## src/design/bus_pkg.sv

```systemverilog
`default_nettype none

package bus_pkg;

    // grant owner of the shared memory bus.
    // the lsu outranks the ifu whenever both are waiting.
    typedef enum logic [1:0] {
        ARB_IDLE = 2'd0,  // nobody owns the bus.
        ARB_IFU  = 2'd1,  // instruction fetch owns the bus.
        ARB_LSU  = 2'd2   // load/store owns the bus.
    } arb_state_t;

    // one-bit response carried on rresp and bresp.
    // only two outcomes exist on this bus, so the usual two-bit code is folded down.
    typedef enum logic {
        RESP_OKAY = 1'b0,  // access done.
        RESP_ERR  = 1'b1   // address outside the memory.
    } bus_resp_t;

endpackage

`default_nettype wire

```

## src/design/bus_arbiter.sv

```systemverilog
`timescale 1ns/1ps
`default_nettype none

module bus_arbiter import bus_pkg::*; #(
    parameter int DATA_WIDTH = 32,
    parameter int ADDR_WIDTH = 32
) (
    input  wire                      clk,
    input  wire                      rst_n,

    input  wire                      ifu_req,
    input  wire                      lsu_req,

    input  wire  [ADDR_WIDTH-1:0]    ifu_araddr,
    input  wire                      ifu_arvalid,
    output logic                     ifu_arready,
    output logic [DATA_WIDTH-1:0]    ifu_rdata,
    output bus_resp_t                ifu_rresp,
    output logic                     ifu_rvalid,
    input  wire                      ifu_rready,
    input  wire  [ADDR_WIDTH-1:0]    ifu_awaddr,
    input  wire                      ifu_awvalid,
    output logic                     ifu_awready,
    input  wire  [DATA_WIDTH-1:0]    ifu_wdata,
    input  wire  [DATA_WIDTH/8-1:0]  ifu_wstrb,
    input  wire                      ifu_wvalid,
    output logic                     ifu_wready,
    output bus_resp_t                ifu_bresp,
    output logic                     ifu_bvalid,
    input  wire                      ifu_bready,

    input  wire  [ADDR_WIDTH-1:0]    lsu_araddr,
    input  wire                      lsu_arvalid,
    output logic                     lsu_arready,
    output logic [DATA_WIDTH-1:0]    lsu_rdata,
    output bus_resp_t                lsu_rresp,
    output logic                     lsu_rvalid,
    input  wire                      lsu_rready,
    input  wire  [ADDR_WIDTH-1:0]    lsu_awaddr,
    input  wire                      lsu_awvalid,
    output logic                     lsu_awready,
    input  wire  [DATA_WIDTH-1:0]    lsu_wdata,
    input  wire  [DATA_WIDTH/8-1:0]  lsu_wstrb,
    input  wire                      lsu_wvalid,
    output logic                     lsu_wready,
    output bus_resp_t                lsu_bresp,
    output logic                     lsu_bvalid,
    input  wire                      lsu_bready,

    output logic [ADDR_WIDTH-1:0]    mem_araddr,
    output logic                     mem_arvalid,
    input  wire                      mem_arready,
    input  wire  [DATA_WIDTH-1:0]    mem_rdata,
    input  wire  bus_resp_t          mem_rresp,
    input  wire                      mem_rvalid,
    output logic                     mem_rready,
    output logic [ADDR_WIDTH-1:0]    mem_awaddr,
    output logic                     mem_awvalid,
    input  wire                      mem_awready,
    output logic [DATA_WIDTH-1:0]    mem_wdata,
    output logic [DATA_WIDTH/8-1:0]  mem_wstrb,
    output logic                     mem_wvalid,
    input  wire                      mem_wready,
    input  wire  bus_resp_t          mem_bresp,
    input  wire                      mem_bvalid,
    output logic                     mem_bready
);

    arb_state_t grant;
    arb_state_t grant_next;
    logic       owner_done;

    // the owner is finished once its read data or write response is taken.
    assign owner_done = (mem_rvalid && mem_rready) || (mem_bvalid && mem_bready);

    always_comb begin
        grant_next = grant;
        if (grant == ARB_IDLE || owner_done) begin  // free bus, or released this cycle.
            if (lsu_req) begin
                grant_next = ARB_LSU;
            end else if (ifu_req) begin
                grant_next = ARB_IFU;
            end else begin
                grant_next = ARB_IDLE;
            end
        end
    end

    always_ff @(posedge clk) begin
        if (!rst_n) begin
            grant <= ARB_IDLE;
        end else begin
            grant <= grant_next;
        end
    end

    always_comb begin
        mem_araddr  = '0;  // with no owner the bus stays quiet.
        mem_arvalid = 1'b0;
        mem_rready  = 1'b0;
        mem_awaddr  = '0;
        mem_awvalid = 1'b0;
        mem_wdata   = '0;
        mem_wstrb   = '0;
        mem_wvalid  = 1'b0;
        mem_bready  = 1'b0;

        ifu_arready = 1'b0;
        ifu_rdata   = '0;
        ifu_rresp   = RESP_OKAY;
        ifu_rvalid  = 1'b0;
        ifu_awready = 1'b0;
        ifu_wready  = 1'b0;
        ifu_bresp   = RESP_OKAY;
        ifu_bvalid  = 1'b0;

        lsu_arready = 1'b0;
        lsu_rdata   = '0;
        lsu_rresp   = RESP_OKAY;
        lsu_rvalid  = 1'b0;
        lsu_awready = 1'b0;
        lsu_wready  = 1'b0;
        lsu_bresp   = RESP_OKAY;
        lsu_bvalid  = 1'b0;

        case (grant)
            ARB_IFU: begin
                mem_araddr  = ifu_araddr;
                mem_arvalid = ifu_arvalid;
                mem_rready  = ifu_rready;
                mem_awaddr  = ifu_awaddr;
                mem_awvalid = ifu_awvalid;
                mem_wdata   = ifu_wdata;
                mem_wstrb   = ifu_wstrb;
                mem_wvalid  = ifu_wvalid;
                mem_bready  = ifu_bready;
                ifu_arready = mem_arready;
                ifu_rdata   = mem_rdata;
                ifu_rresp   = mem_rresp;
                ifu_rvalid  = mem_rvalid;
                ifu_awready = mem_awready;
                ifu_wready  = mem_wready;
                ifu_bresp   = mem_bresp;
                ifu_bvalid  = mem_bvalid;
            end
            ARB_LSU: begin
                mem_araddr  = lsu_araddr;
                mem_arvalid = lsu_arvalid;
                mem_rready  = lsu_rready;
                mem_awaddr  = lsu_awaddr;
                mem_awvalid = lsu_awvalid;
                mem_wdata   = lsu_wdata;
                mem_wstrb   = lsu_wstrb;
                mem_wvalid  = lsu_wvalid;
                mem_bready  = lsu_bready;
                lsu_arready = mem_arready;
                lsu_rdata   = mem_rdata;
                lsu_rresp   = mem_rresp;
                lsu_rvalid  = mem_rvalid;
                lsu_awready = mem_awready;
                lsu_wready  = mem_wready;
                lsu_bresp   = mem_bresp;
                lsu_bvalid  = mem_bvalid;
            end
            default: begin
            end
        endcase
    end

endmodule

`default_nettype wire

```

## config.mk

```make
export PLATFORM = sky130hd
export DESIGN_NAME = bus_arbiter
export DESIGN_NICKNAME = d
export VERILOG_FILES = /design/src/design/bus_pkg.sv /design/src/design/bus_arbiter.sv
export SDC_FILE = /design/constraint.sdc
export NUM_CORES = 1
export LEC_CHECK = 0
export BUFFER_PORTS_ARGS = -buffer_cell sky130_fd_sc_hd__buf_2
export CORE_AREA = 4 4 167 169
export CTS_BUF_LIST = sky130_fd_sc_hd__clkbuf_2 sky130_fd_sc_hd__clkbuf_4 sky130_fd_sc_hd__clkbuf_8
export CTS_CLUSTER_SIZE = 10
export DETAILED_ROUTE_END_ITERATION = 7
export DIE_AREA = 0 0 171 173
export PLACE_DENSITY = 0.43
export SETUP_SLACK_MARGIN = 0.1
export SYNTH_ARGS = -nofsm -noshare
export SYNTH_HDL_FRONTEND = slang
export SYNTH_SLANG_ARGS = --single-unit
```

## constraint.sdc

```tcl
create_clock -name clk -period 1.45 [get_ports clk]
set_input_delay 0.0725 -clock clk [delete_from_list [all_inputs] [get_ports clk]]
set_output_delay 0.0725 -clock clk [all_outputs]
set_load 0.005 [all_outputs]
```

Word-level counts from Yosys, hierarchy flattened
Index checks and enable logic that the tools add are counted.
- input port bits: 253
- output and inout port bits: 183
- logic and storage cells: 35
- register bits: 2
- muxes and demuxes: 27
- equal/unequal tests: 2
- reduce and logical (&&, ||, !) cells: 5
- operators with widths (operator ; count):
    $pmux W32 S2 ; 3
    $mux W32 ; 2
    $mux W1 ; 15
    $pmux W1 S2 ; 5
    $pmux W4 S2 ; 1
    $eq A2 B1 Y1 const B ; 1
    $eq A2 B2 Y1 const B ; 1
    $logic_and A1 B1 Y1 ; 2
    $logic_not A2 Y1 ; 1
    $logic_or A1 B1 Y1 ; 2
    $mux W2 ; 1

Logic depth before layout (Yosys ltp)
Gate-level depths: netlist of run 1.
- depth in word-level cells: 5
- mapped depth: 7
- gate-level depth less buffers: 6

Least setup slack after synthesis of run 1
OpenSTA, ideal clock, no wires.
- path kind: reg2reg
- start: reg grant[0]
- end: reg grant[0]
- slack: -35 ps
- stages on the path, launching flop included: 8
- clock period less this slack: 1485 ps
- data required time: 1378 ps
- buffers on the path: 1
- data arrival time: 1413 ps
- cells stage by stage: dfxtp_1 -> inv_1 -> ha_1 -> buf_2 -> a22oi_1 -> nor2b_2 -> a221oi_4 -> mux2i_1
- word-level cells in the longest chain between the ends: 5
- elaborated cells between the ends (all ways): 9
- RTL lines (element ; line ; text):
    start, declared ; bus_arbiter.sv:69 ; arb_state_t grant;
    start signal, assigned ; bus_arbiter.sv:93 ; grant <= grant_next;
    $eq A2 B2 Y1 or $eq A2 B1 Y1 (tied branches) ; bus_arbiter.sv:126 ; case (grant)
    $pmux W1 S2 * ; bus_arbiter.sv:126 ;
    via mem_bready ; bus_arbiter.sv:66 ; output logic mem_bready
    $logic_and A1 B1 Y1 * ; bus_arbiter.sv:74 ; assign owner_done = (mem_rvalid && mem_rready) || (mem_bvalid && mem_bready);
    $logic_or A1 B1 Y1 * ; bus_arbiter.sv:74 ;
    $logic_or A1 B1 Y1 * ; bus_arbiter.sv:78 ; if (grant == ARB_IDLE || owner_done) begin
Mark *: on every way through the listed nets, which the timed path passes. The rest lies on a longest branch.
A chain may end at the register's enable or synchronous reset.

Final worst setup path of run 1
- start: reg grant[1]
- end: out mem_awaddr[25]
- word-level cells in the longest chain between the ends: 2
- elaborated cells between the ends (all ways): 3
- RTL lines (element ; line ; text):
    $eq A2 B2 Y1 or $eq A2 B1 Y1 (tied branches) ; bus_arbiter.sv:126 ;
    $pmux W32 S2 * ; bus_arbiter.sv:126 ;
    end, declared ; bus_arbiter.sv:57 ; output logic [ADDR_WIDTH-1:0] mem_awaddr,
Mark *: on every way between the ends. The rest lies on a longest branch, timed or not.

==> results of run 1 <==
## logic make-up (layout without fill, tap and decap cells)
group | count (synthesis) | count (layout) | share of synthesized area [%]
compound gates | 106 | 106 | 36.2
fa+ha+maj | 3 | 3 | 1.64
buf+inv | 45 | 504 | 8.47
flops | 2 | 2 | 1.75
other cells | 0 | 2 | 0
simple gates | 187 | 187 | 51.1
mux | 2 | 2 | 0.875
## critical path, stage by stage, from the launching register on
cell and delay, ns:
sky130_fd_sc_hd__dfxtp_2 0.33, sky130_fd_sc_hd__inv_2 0.06, sky130_fd_sc_hd__ha_4 0.22, sky130_fd_sc_hd__buf_12 0.15
sky130_fd_sc_hd__clkbuf_16 0.16, sky130_fd_sc_hd__a22oi_1 0.23, sky130_fd_sc_hd__nor2b_1 0.07, sky130_fd_sc_hd__buf_2 0.13
## metal layers
layer / wire, um / vias up / GRT usage (%) / share of wire (%)
met4: 64 / 2 / 0.891 / 0.34
li1: - / 2137 / - / -
met2: 9370 / 211 / 18.7 / 49
met1: 8210 / 2027 / 13.0 / 43
met5: 13 / - / 0 / 0.068
met3: 1420 / 10 / 1.69 / 7.5
## worst max-delay path by stage
stage	start	to	slack [ns]	cells past startpoint
2_1_floorplan	grant[1]	grant[0]	-0.02	7
3_3_place_gp	grant[0]	grant[1]	-0.09	5
3_5_place_dp	grant[0]	grant[0]	-0.09	5
4_1_cts	grant[1]	mem_araddr[1]	-0.21	7
5_1_grt	grant[1]	mem_wdata[31]	-0.28	6
6_report	grant[1]	mem_awaddr[25]	-0.19	7
## cell type report
type | count | share of cell area [%]
inverters | 2 | 0.167
clock buffers | 3 | 0.690
multi-input cells | 298 | 38.6
well taps | 341 | 7.13
diodes | 2 | 0.0837
repair buffers | 499 | 52.6
flip-flops and latches | 2 | 0.753
## stage by stage
stage                     setup WS [ns]  setup TNS (ns)
after global placement          -0.0906           -1.07
after detailed placement        -0.0932           -2.57
after global routing             -0.281          -33.37
final                            -0.185          -18.11
after floorplan                 -0.0190         -0.0380
after CTS                        -0.211          -24.09
## Yosys cell counts, drive strengths merged
| library cell | number | area, sq um |
|---|---|---|
| a22oi | 105 | 802 |
| nor2b | 105 | 662 |
| and2 | 78 | 488 |
| clkbuf | 24 | 90.1 |
| buf | 19 | 96.3 |
| ha | 3 | 37.5 |
| nand2 | 3 | 11.3 |
| dfxtp | 2 | 40.0 |
| inv | 2 | 7.51 |
| mux2i | 2 | 20.0 |
| a221oi | 1 | 26.3 |
| nand3b | 1 | 7.51 |
## report_power, final
part	internal [mW]	total (mW)	switching, mW
registers	0.0603	0.0658	0.00554
clock network	0.176	0.220	0.0444
logic	1.21	2.16	0.944
## repair_timing
item / in CTS / in global routing
gates resized for setup: 29 / 55
setup endpoints to repair: 185 / 185
setup buffers: 6 / 6
cloned: 4 / 8
pin swaps: 1 / 1
hold endpoints to repair: 0 / 0
==> metrics.md, run 1 <==
| Metric | Value |
|---|---|
| Via count of the first global-routing pass | 4203 |
| Number of warnings printed during yosys synthesis | 0 |
| Filler cell count | 3025 |
| Final setup viols | 182 |
| Area occupied by multi-input gates | 0.00231 sq mm |
| Lkg Pwr | 3.09 nW |
| Mean instance size in the synthesized netlist | 6.63 sq um |
| Die Footprint | 0.0296 sq mm |
| Commonest cells after routing, fill and taps aside | 426 x sky130_fd_sc_hd__buf_2, 98 x sky130_fd_sc_hd__nor2b_1, 71 x sky130_fd_sc_hd__a22oi_1 |
| Average routed wire per standard cell | 16.6 um |
| Cts bufs inserted | 3 |
| RSZ-0062 raised after global routing | yes |
| Pin count of the biggest net entering global routing | 38 |
| Data required time of the worst path | 1.38 ns |
| Total Nets Final | 1062 |
| Top Ports | 436 |
| Fin util | 22.5% |
| CTS max path bufs | 2 |
| Gp weighted congestion | 0.832 |
| Rows | 60 |
| Pre-Repair DR Iteration Count | 4 |
| HPWL reported at the end of detailed placement | 13.6 mm |
| Worst reg2reg endpoint | grant[0] |
| Port Buf Inserts | 435 |
| Overall fraction of global-route tracks in use | 10.2% |
| Worst-path fanout max | 7 |
| Count of cell types in the netlist | 16 |
| Hold Crit Endpoint | grant[1] |
| Clock insertion delay at the later pin of the skew report | 0.21 ns |
| Measured slew at the worst slew-check pin | 0.294 ns |
| Via count of the routed design | 4387 |
| CTS tree | done |
| Power consumption | 2.44 mW |
| Final hold slack | 0.120 ns |
| Post-Layout Cell Count | 1147 |
| Detail-routed via count per cell | 3.82 |
| Max transition margin | 80.4% |
| Beginning of the worst register-to-register path | grant[1] |
| Final hold violations | 0 |
| Clk sinks | 2 |
| PD cells | 409 mW/mm^2 |
| Crit path kind | register to output port |
| Horizontal die dimension | 171 um |
| Sort of element at the start of the critical path | register |
| Number of H-tree branching levels | 1 |
| Clock Root Buffer | sky130_fd_sc_hd__clkbuf_8 |
| Final worst path period need | 1.64 ns |
| Worst r2r path cells | 7 |
| Number of antenna violations at the first check in global routing | 1 |
| Setup clock skew after layout | 0.00130 ns |
| Post-synthesis cell count | 345 |
| Largest registers ranked by flip-flop count | grant: 2 flops |
| Post-route clock period utilization | 113% |
| Post-route cell area | 0.00598 sq mm |
| Clock input transition at the sequential cells of the worst setup and hold paths | 0.03 ns |
| Highest achievable clock rate | 611 MHz |
| Number of flip-flops in the largest register | 2 |
| Total standard cell area after synthesis | 0.00229 sq mm |
| Largest register by flop count | grant |
| Antenna-violating nets left | 0 |
| Type of element capturing the critical path | output port |
| Hold path startpoint | lsu_req |
| Wire length of the first global-routing pass | 24.2 mm |
| Number of remaining DRC errors | 0 |
| Worst voltage drop across the vdd grid | 0.000295 V |
| Die Y | 173 um |
| Quantity of hold-fixing buffers added after cts | 0 |
| Ratio of cells with drive above 1 in the final layout | 69.5% |
| Register bit count reported by yosys | 2 |
| Count of placed standard cells including taps | 1118 |
| Cell Area, Placed | 0.00516 sq mm |
| Routed Wire Length | 19.1 mm |
| GRT Residual Overflow | 0 |
| Starting Density | 8.61% |
| Worst min path class | primary input to register |
| Worst endpoint data arrival time | 1.56 ns |
| Worst Hold Depth | 3 |
| Number of pins with negative max-slew slack in the final report | 0 |
| Iteration-0 DRC count of the detailed router | 200 |
| Area taken by flip-flops and latches | 45.0 sq um |
| Area growth from synthesis to layout | 161% |
| Sequential-to-total area share from yosys stat | 1.75% |
| Least setup slack across all paths after layout | -0.185 ns |
| Most common cell after layout, fill and taps aside | sky130_fd_sc_hd__buf_2 |
| Max capacitance violation total | 0 |
| Status | finished with violations |
| Violated checks | setup timing |
| Placeable Area | 0.0266 sq mm |
| Post-synth net total | 601 |
| Minimum setup slack among reg-to-reg paths | -0.17 ns |
No activity file was read; power rests on OpenSTA's default activity.
==> run 2, diff against run 1 <==
ABC_AREA = 1   (was unset)
CORE_AREA = 2 2 169 171   (was 4 4 167 169)
PLACE_DENSITY = 0.42   (was 0.43)
==> metrics.md, run 2 <==
| Metric | Value |
|---|---|
| Delay of the slowest cell on the worst path | 0.31 ns (-0.02 ns) |
| Cts bufs inserted | 3 (unchanged) |
| Area fraction of the dominant cell type after synthesis | 46.8% (+13 points) |
| Final setup viols | 185 (+1.6%) |
| Highest achievable clock rate | 581 MHz (-4.9%) |
| Quantity of hold-fixing buffers added after cts | 0 (unchanged) |
| CTS max path bufs | 2 (unchanged) |
| Antenna fix cells | 0 (-2) |
| GRT Residual Overflow | 0 (unchanged) |
| Number of remaining DRC errors | 0 (unchanged) |
| Average routed wire per standard cell | 14.1 um (-15%) |
| Largest registers ranked by flip-flop count | grant: 2 flops |
| Setup clock skew after layout | 0.00329 ns (+0.00199 ns) |
| Commonest cells after routing, fill and taps aside | 417 x sky130_fd_sc_hd__buf_2, 170 x sky130_fd_sc_hd__nand2_1, 79 x sky130_fd_sc_hd__a21oi_2 |
| Post-synth net total | 796 (+32%) |
| Lkg Pwr | 4.43 nW (+43%) |
| Number of flip-flops in the largest register | 2 (unchanged) |
| Dominant delay contributor by cell family on the critical path | buffers and inverters |
| Count of cell types in the netlist | 14 (-2) |
| Leading cell types by total area after synthesis | sky130_fd_sc_hd__nand2_1 47%, sky130_fd_sc_hd__a21oi_1 22%, sky130_fd_sc_hd__inv_1 13%, sky130_fd_sc_hd__buf_6 5.2%, sky130_fd_sc_hd__buf_2 4.4% |
| Part of the power in combinational logic | 96.8% (+8.5 points) |
| Clk sinks | 2 (unchanged) |
| Number of H-tree branching levels | 1 (unchanged) |
| Total Nets Final | 1283 (+21%) |
| Cell with the most instances after synthesis | sky130_fd_sc_hd__nand2_1 |
| Internal cell power | 5.01 mW (+250%) |
| Clock input transition at the sequential cells of the worst setup and hold paths | 0.03 ns (about the same) |
| Final hold violations | 0 (unchanged) |
| PD cells | 1310 mW/mm^2 (+220%) |
| Worst endpoint data arrival time | 1.65 ns (+0.09 ns) |
| Clock insertion delay at the later pin of the skew report | 0.21 ns (about the same) |
| Sw Share | 48.3% (+7.6 points) |
| Number of warnings printed during yosys synthesis | 0 (unchanged) |
| Wire length of the first global-routing pass | 26.3 mm (+8.5%) |
| Final worst path period need | 1.72 ns (+0.0851 ns) |
| Slowest-stage cell, CP | sky130_fd_sc_hd__dfxtp_2 |
| Status | finished with violations |
| Least setup slack across all paths after layout | -0.270 ns (-0.0851 ns) |
| Largest register by flop count | grant |
| Mux share of post-synthesis cell area | 0% (-0.87 points) |
| Max transition margin | 85.9% (+5.5 points) |
| Die Footprint | 0.0296 sq mm (unchanged) |
| Area growth from synthesis to layout | 212% |
| Area fraction in and, or, nand and nor cells after synthesis | 48.7% (-2.4 points) |
| Max capacitance violation total | 0 (unchanged) |
| Port Buf Inserts | 435 (unchanged) |
| Sort of element at the start of the critical path | register |
| Detail-routed via count per cell | 3.74 (-2.1%) |
| Mean instance size in the synthesized netlist | 4.38 sq um (-34%) |
| Pre-CTS setup slack | -0.140 ns (-0.0472 ns) |
| Via count of the routed design | 5254 (+20%) |
| Prevailing post-synth register cell | sky130_fd_sc_hd__dfxtp_1 |
| Total standard cell area after synthesis | 0.00237 sq mm (+3.4%) |
| Synth Area in Compound Gates | 22.2% (-14 points) |
| Post-synthesis cell count | 540 (+57%) |
| Post-synthesis share of cell area spent on full adders, half adders and majority gates | 1.59% (-0.055 points) |
| Worst voltage drop across the vdd grid | 0.000806 V (+170%) |
| Worst min path class | primary input to register |
| Clk pwr share | 2.3% (-6.7 points) |
| Number of antenna violations at the first check in global routing | 0 (-1) |
| Post-route clock period utilization | 119% (+5.9 points) |
| Pin count of the biggest net entering global routing | 32 (-16%) |
| Yosys top cell by area | sky130_fd_sc_hd__nand2_1 |
| Placeable Area | 0.0276 sq mm (+4.0%) |
| Type of element capturing the critical path | output port |
| Register bit count reported by yosys | 2 (unchanged) |
| RSZ-0062 raised after global routing | yes |
| Final hold slack | 0.107 ns (-0.0126 ns) |
| Sequential Power Share | 1.0% (-1.7 points) |
| Measured slew at the worst slew-check pin | 0.211 ns (-0.0825 ns) |
| Cell Area, Placed | 0.00539 sq mm (+4.4%) |
| Combinational family with the most area after synthesis | simple AND/OR/NAND/NOR gates |
| Number of pins with negative max-slew slack in the final report | 0 (unchanged) |
| Crit path kind | register to output port |
| Rows | 61 (+1.7%) |
| Starting Density | 8.57% (-0.043 points) |
| Horizontal die dimension | 171 um (unchanged) |
| Most common cell after layout, fill and taps aside | sky130_fd_sc_hd__buf_2 |
| Parity-gate share of the synthesized area counting xor and xnor cells | 0% (unchanged) |
| Antenna-violating nets left | 0 (unchanged) |
| Clock Root Buffer | sky130_fd_sc_hd__clkbuf_8 |
| Sequential-to-total area share from yosys stat | 1.69% (-0.058 points) |
| Filler cell count | 3061 (+1.2%) |
| Critical path buffer and inverter count | 6 (+2) |
| Post-route cell area | 0.00738 sq mm (+23%) |
| Data required time of the worst path | 1.38 ns (about the same) |
| Power consumption | 9.69 mW (+300%) |
| Number of flops mapped to enable cells by yosys | 0 (unchanged) |
| Share of async-settable or async-resettable flops after synthesis | 0% (unchanged) |
| Pre-Repair DR Iteration Count | 4 (unchanged) |
| Via count of the first global-routing pass | 4883 (+16%) |
| Top cell types by occurrence after synthesis | 295 x sky130_fd_sc_hd__nand2_1, 105 x sky130_fd_sc_hd__a21oi_1, 84 x sky130_fd_sc_hd__inv_1 |
| Worst-path fanout max | 7 (unchanged) |
| Violated checks | setup timing |
| Overall fraction of global-route tracks in use | 11.4% (+1.2 points) |
| HPWL reported at the end of detailed placement | 14.6 mm (+7.2%) |
| Net switching power figure | 4.68 mW (+370%) |
| Iteration-0 DRC count of the detailed router | 124 (-38%) |
| Ratio of cells with drive above 1 in the final layout | 75.3% (+5.8 points) |
| Crit path top cell by count | sky130_fd_sc_hd__buf_12 |
| Crit path cell chain | inv_2, buf_6, ha_4, buf_12, buf_16, buf_12, nand2_4, a21oi_2, buf_2 |
| CTS tree | done |
| Gp weighted congestion | 0.830 (-0.25%) |
| Top Ports | 436 (unchanged) |
| Routed Wire Length | 19.8 mm (+3.8%) |
| Die Y | 173 um (unchanged) |
-- run 2: metal layers --
metal	vias up	GRT usage (%)	share of wire, %
met2	297	24.3	55
li1	2589	-	-
met1	2356	11.8	36
met3	12	1.90	7.5
met5	-	0	0
met4	0	0.706	1.1
-- run 2: power groups by stage --
stage          Clock (mW)  Sequential (mW)  Combinational (mW)
2_1_floorplan           0           0.0823                2.68
3_3_place_gp            0           0.0833                5.83
3_5_place_dp            0           0.0845                5.79
4_1_cts             0.231           0.0908                8.08
5_1_grt             0.243           0.0942                10.1
6_report            0.223           0.0921                9.38
-- run 2: cell families after synthesis --
| group | after synthesis |
|---|---|
| DFF | 2 |
| buffers and inverters | 128 |
| adders and majority gates | 3 |
| and+or+nand+nor | 302 |
| AOI/OAI and AO/OA | 105 |
-- run 2: path summary, 6_finish.rpt --
path | slack (ns) | cells past startpoint | from | end
hold / removal | 0.11 | 3 | rst_n | grant[1]
setup / recovery | -0.27 | 9 | grant[0] | mem_wdata[18]
setup reg to reg | -0.15 | 12 | grant[1] | grant[0]
hold reg to reg | 0.82 | 7 | grant[1] | grant[1]
-- run 2: layout make-up --
| type | instances | area [sq um] | share of cell area [%] |
|---|---|---|---|
| Sequential cell | 2 | 42.5 | 0.576 |
| Clock buffer | 3 | 41.3 | 0.559 |
| Inverter | 85 | 327 | 4.42 |
| Timing Repair Buffer | 525 | 3740 | 50.7 |
| Multi-Input combinational cell | 410 | 2760 | 37.4 |
| Tap cell | 378 | 473 | 6.40 |
-- run 2: through the flow --
step / TNS [ns] / utilization (%) / cells
CTS: -33.59 / 23.5 / 1397
finish: -31.67 / 26.7 / 1403
floorplan: 0 / - / 540
global placement: -1.19 / 19.5 / 1368
detailed placement: -1.86 / 19.5 / 1368
global route: -44.79 / 26.7 / 1403
-- run 2: worst reg2reg max path, cell delays in order, from the launching register on --
cell	delay, ns
sky130_fd_sc_hd__dfxtp_2	0.33
sky130_fd_sc_hd__inv_2	0.06
sky130_fd_sc_hd__buf_6	0.12
sky130_fd_sc_hd__ha_4	0.17
sky130_fd_sc_hd__buf_12	0.15
sky130_fd_sc_hd__buf_6	0.12
sky130_fd_sc_hd__buf_6	0.12
sky130_fd_sc_hd__nand2_4	0.09
sky130_fd_sc_hd__nand2_4	0.06
sky130_fd_sc_hd__nand3_4	0.07
sky130_fd_sc_hd__nand4_1	0.09
sky130_fd_sc_hd__nand2_1	0.09
sky130_fd_sc_hd__nor2_2	0.05
-- run 2: repair_timing --
item,CTS,global route
setup buffers,16,5
pin swaps,51,76
cloned,10,5
setup endpoints to repair,185,185
resized for setup,180,214
==> run 3, diff against run 2 <==
--- a/config.mk
+++ b/config.mk
@@ -15,4 +15,5 @@
 export PLACE_DENSITY = 0.42
 export SETUP_SLACK_MARGIN = 0.1
+export SLEW_MARGIN = 20
 export SYNTH_ARGS = -nofsm -noshare
 export SYNTH_HDL_FRONTEND = slang
==> constraint.sdc (replaced) <==
create_clock -name clk -period 1.45 [get_ports clk]
set_input_delay 0.3625 -clock clk [delete_from_list [all_inputs] [get_ports clk]]
set_output_delay 0.3625 -clock clk [all_outputs]
set_load 0.005 [all_outputs]
==> metrics.md, run 3 (same netlist as run 2, synthesis figures left out) <==
| Metric | Value |
|---|---|
| Status | finished with violations |
| Violated checks | setup timing |
| Post-route clock period utilization | 133% (+14 points) |
| Setup clock skew after layout | 0.00461 ns (+0.00132 ns) |
| Placeable Area | 0.0276 sq mm (unchanged) |
| Crit path to | mem_araddr[20] |
| Most common cell after layout, fill and taps aside | sky130_fd_sc_hd__buf_2 |
| Average routed wire per standard cell | 15.5 um (+9.9%) |
| Lkg Pwr | 4.06 nW (-8.4%) |
| Final hold slack | 0.396 ns (+0.288 ns) |
| Pre-Repair DR Iteration Count | 4 (unchanged) |
| PD cells | 1310 mW/mm^2 (-0.44%) |
| Ratio of cells with drive above 1 in the final layout | 70.6% (-4.7 points) |
| Start point of the critical path | grant[1] |
| Final hold violations | 0 (unchanged) |
| Dominant delay contributor by cell family on the critical path | buffers and inverters |
| Via count of the routed design | 5070 (-3.5%) |
| Clk sinks | 2 (unchanged) |
| Clock insertion delay at the later pin of the skew report | 0.21 ns (about the same) |
| Horizontal die dimension | 171 um (unchanged) |
| Number of H-tree branching levels | 1 (unchanged) |
| Max transition margin | 86.7% (+0.77 points) |
| Quantity of hold-fixing buffers added after cts | 0 (unchanged) |
| Cts bufs inserted | 3 (unchanged) |
| Slowest-stage cell, CP | sky130_fd_sc_hd__dfxtp_2 |
| CTS max path bufs | 2 (unchanged) |
| Clock Root Buffer | sky130_fd_sc_hd__clkbuf_8 |
| Rows | 61 (unchanged) |
| Wire length of the first global-routing pass | 27.7 mm (+5.6%) |
| Beginning of the worst register-to-register path | grant[1] |
| Worst-path fanout max | 8 (+1) |
| Detail-routed via count per cell | 3.68 (-1.8%) |
| Net switching power figure | 4.53 mW (-3.1%) |
| CTS tree | done |
| Commonest cells after routing, fill and taps aside | 423 x sky130_fd_sc_hd__buf_2, 215 x sky130_fd_sc_hd__nand2_1, 94 x sky130_fd_sc_hd__a21oi_2 |
| Final worst path period need | 1.92 ns (+0.202 ns) |
| Data required time of the worst path | 1.09 ns (-0.29 ns) |
| Routed Wire Length | 21.4 mm (+8.0%) |
| Number of pins with negative max-slew slack in the final report | 0 (unchanged) |
| Stages on the worst setup path | 7 (-2) |
| Starting Density | 8.57% (unchanged) |
| Delay of the slowest cell on the worst path | 0.35 ns (+0.04 ns) |
| Final setup viols | 185 (unchanged) |
| Worst r2r path cells | 11 (-1) |
| Worst reg2reg endpoint | grant[0] |
| Clk pwr share | 2.4% (about the same) |
| Area growth from synthesis to layout | 187% |
| Worst endpoint data arrival time | 1.56 ns (-0.09 ns) |
| Via count of the first global-routing pass | 4877 (-0.12%) |
| Power consumption | 8.88 mW (-8.4%) |
| Least setup slack across all paths after layout | -0.472 ns (-0.202 ns) |
| Filler cell count | 3172 (+3.6%) |
| Iteration-0 DRC count of the detailed router | 127 (+2.4%) |
| Antenna-violating nets left | 0 (unchanged) |
| RSZ-0062 raised after global routing | yes |
| HPWL reported at the end of detailed placement | 14.3 mm (-1.4%) |
| GRT Residual Overflow | 0 (unchanged) |
| Top Ports | 436 (unchanged) |
| Sw Share | 51.0% (+2.8 points) |
| Worst voltage drop across the vdd grid | 0.000525 V (-35%) |
| Total Nets Final | 1258 (-1.9%) |
| Sequential Power Share | 1.2% (+0.2 points) |
| Crit path kind | register to output port |
| Max capacitance violation total | 0 (unchanged) |
| Type of element capturing the critical path | output port |
| Measured slew at the worst slew-check pin | 0.200 ns (-0.0111 ns) |
| Sort of element at the start of the critical path | register |
| Clock input transition at the sequential cells of the worst setup and hold paths | 0.03 ns (about the same) |
| Number of flip-flops in the largest register | 2 (unchanged) |
| Minimum setup slack among reg-to-reg paths | -0.08 ns (+0.07 ns) |
| Number of antenna violations at the first check in global routing | 1 (+1) |
| Die Y | 173 um (unchanged) |
| Overall fraction of global-route tracks in use | 12.3% (+0.90 points) |
| Crit path cell chain | buf_6, ha_4, buf_12, clkbuf_16, nand2_1, a21oi_2, buf_2 |
| Port Buf Inserts | 435 (unchanged) |
| Highest achievable clock rate | 520 MHz (-11%) |
| Critical path buffer and inverter count | 4 (-2) |
| Pin count of the biggest net entering global routing | 34 (+6.3%) |
| Gp weighted congestion | 0.751 (-9.5%) |
| Largest register by flop count | grant |
| Die Footprint | 0.0296 sq mm (unchanged) |
| Worst min path class | primary input to register |
| Largest registers ranked by flip-flop count | grant: 2 flops |
| Internal cell power | 4.35 mW (-13%) |
| Number of remaining DRC errors | 0 (unchanged) |
| Part of the power in combinational logic | 96.4% (-0.4 points) |
-- run 3: worst min path at each step --
stage	start	to	slack [ns]	cells after the start
2_1_floorplan	rst_n	grant[0]	0.48	2
3_3_place_gp	rst_n	grant[0]	0.61	3
3_5_place_dp	rst_n	grant[0]	0.61	3
4_1_cts	rst_n	grant[1]	0.39	3
5_1_grt	rst_n	grant[0]	0.40	3
6_report	rst_n	grant[1]	0.40	3
-- run 3: layer usage --
metal / GRT usage (%) / up-vias / wire [um]
li1: - / 2538 / -
met1: 14.9 / 2238 / 9040
met2: 23.6 / 284 / 10600
met3: 1.63 / 10 / 1580
met4: 1.17 / 0 / 134
met5: 0 / - / 0
-- run 3: worst min-delay path, stage by stage --
cell	delay [ns]
sky130_fd_sc_hd__buf_2	0.11
sky130_fd_sc_hd__nand2_1	0.06
sky130_fd_sc_hd__nor2_1	0.03
-- run 3: area by class of cell --
| cell class | instances | area, sq um | share of cell area, % |
|---|---|---|---|
| Multi-Input combinational cell | 410 | 2490 | 36.7 |
| Timing Repair Buffer | 500 | 3410 | 50.2 |
| Inverter | 85 | 332 | 4.88 |
| Sequential cell | 2 | 45.0 | 0.663 |
| Tap cell | 378 | 473 | 6.96 |
| Clock buffer | 3 | 41.3 | 0.608 |
| Antenna cell | 1 | 2.50 | 0.0368 |
-- run 3: what timing repair did --
item | 4_1_cts | 5_1_grt
setup buffers | 10 | 4
gates resized for setup | 70 | 165
cloned | 14 | 6
endpoints found under the setup margin | 185 | 185
pin swaps | 8 | 36
-- run 3: per-stage QoR --
| step | TNS, ns | instance area (sq um) | cells | util (%) | setup slack [ns] |
|---|---|---|---|---|---|
| 6_report | -71.07 | 6800 | 1379 | 24.6 | -0.472 |
| 5_1_grt | -84.39 | 6790 | 1378 | 24.6 | -0.534 |
| 3_3_place_gp | -29.65 | 5340 | 1342 | 19.3 | -0.303 |
| 3_5_place_dp | -31.54 | 5340 | 1342 | 19.3 | -0.326 |
| 4_1_cts | -72.63 | 6070 | 1368 | 22.0 | -0.467 |
| 2_1_floorplan | -0.0625 | 2670 | 540 | - | -0.00156 |
-- run 3: power by group through the flow --
stage | Sequential (mW) | Clock [mW] | Combinational [mW]
4_1_cts | 0.105 | 0.224 | 7.56
6_report | 0.107 | 0.216 | 8.56
3_5_place_dp | 0.0974 | 0 | 5.54
2_1_floorplan | 0.0893 | 0 | 3.33
5_1_grt | 0.108 | 0.231 | 9.23
3_3_place_gp | 0.0971 | 0 | 5.54
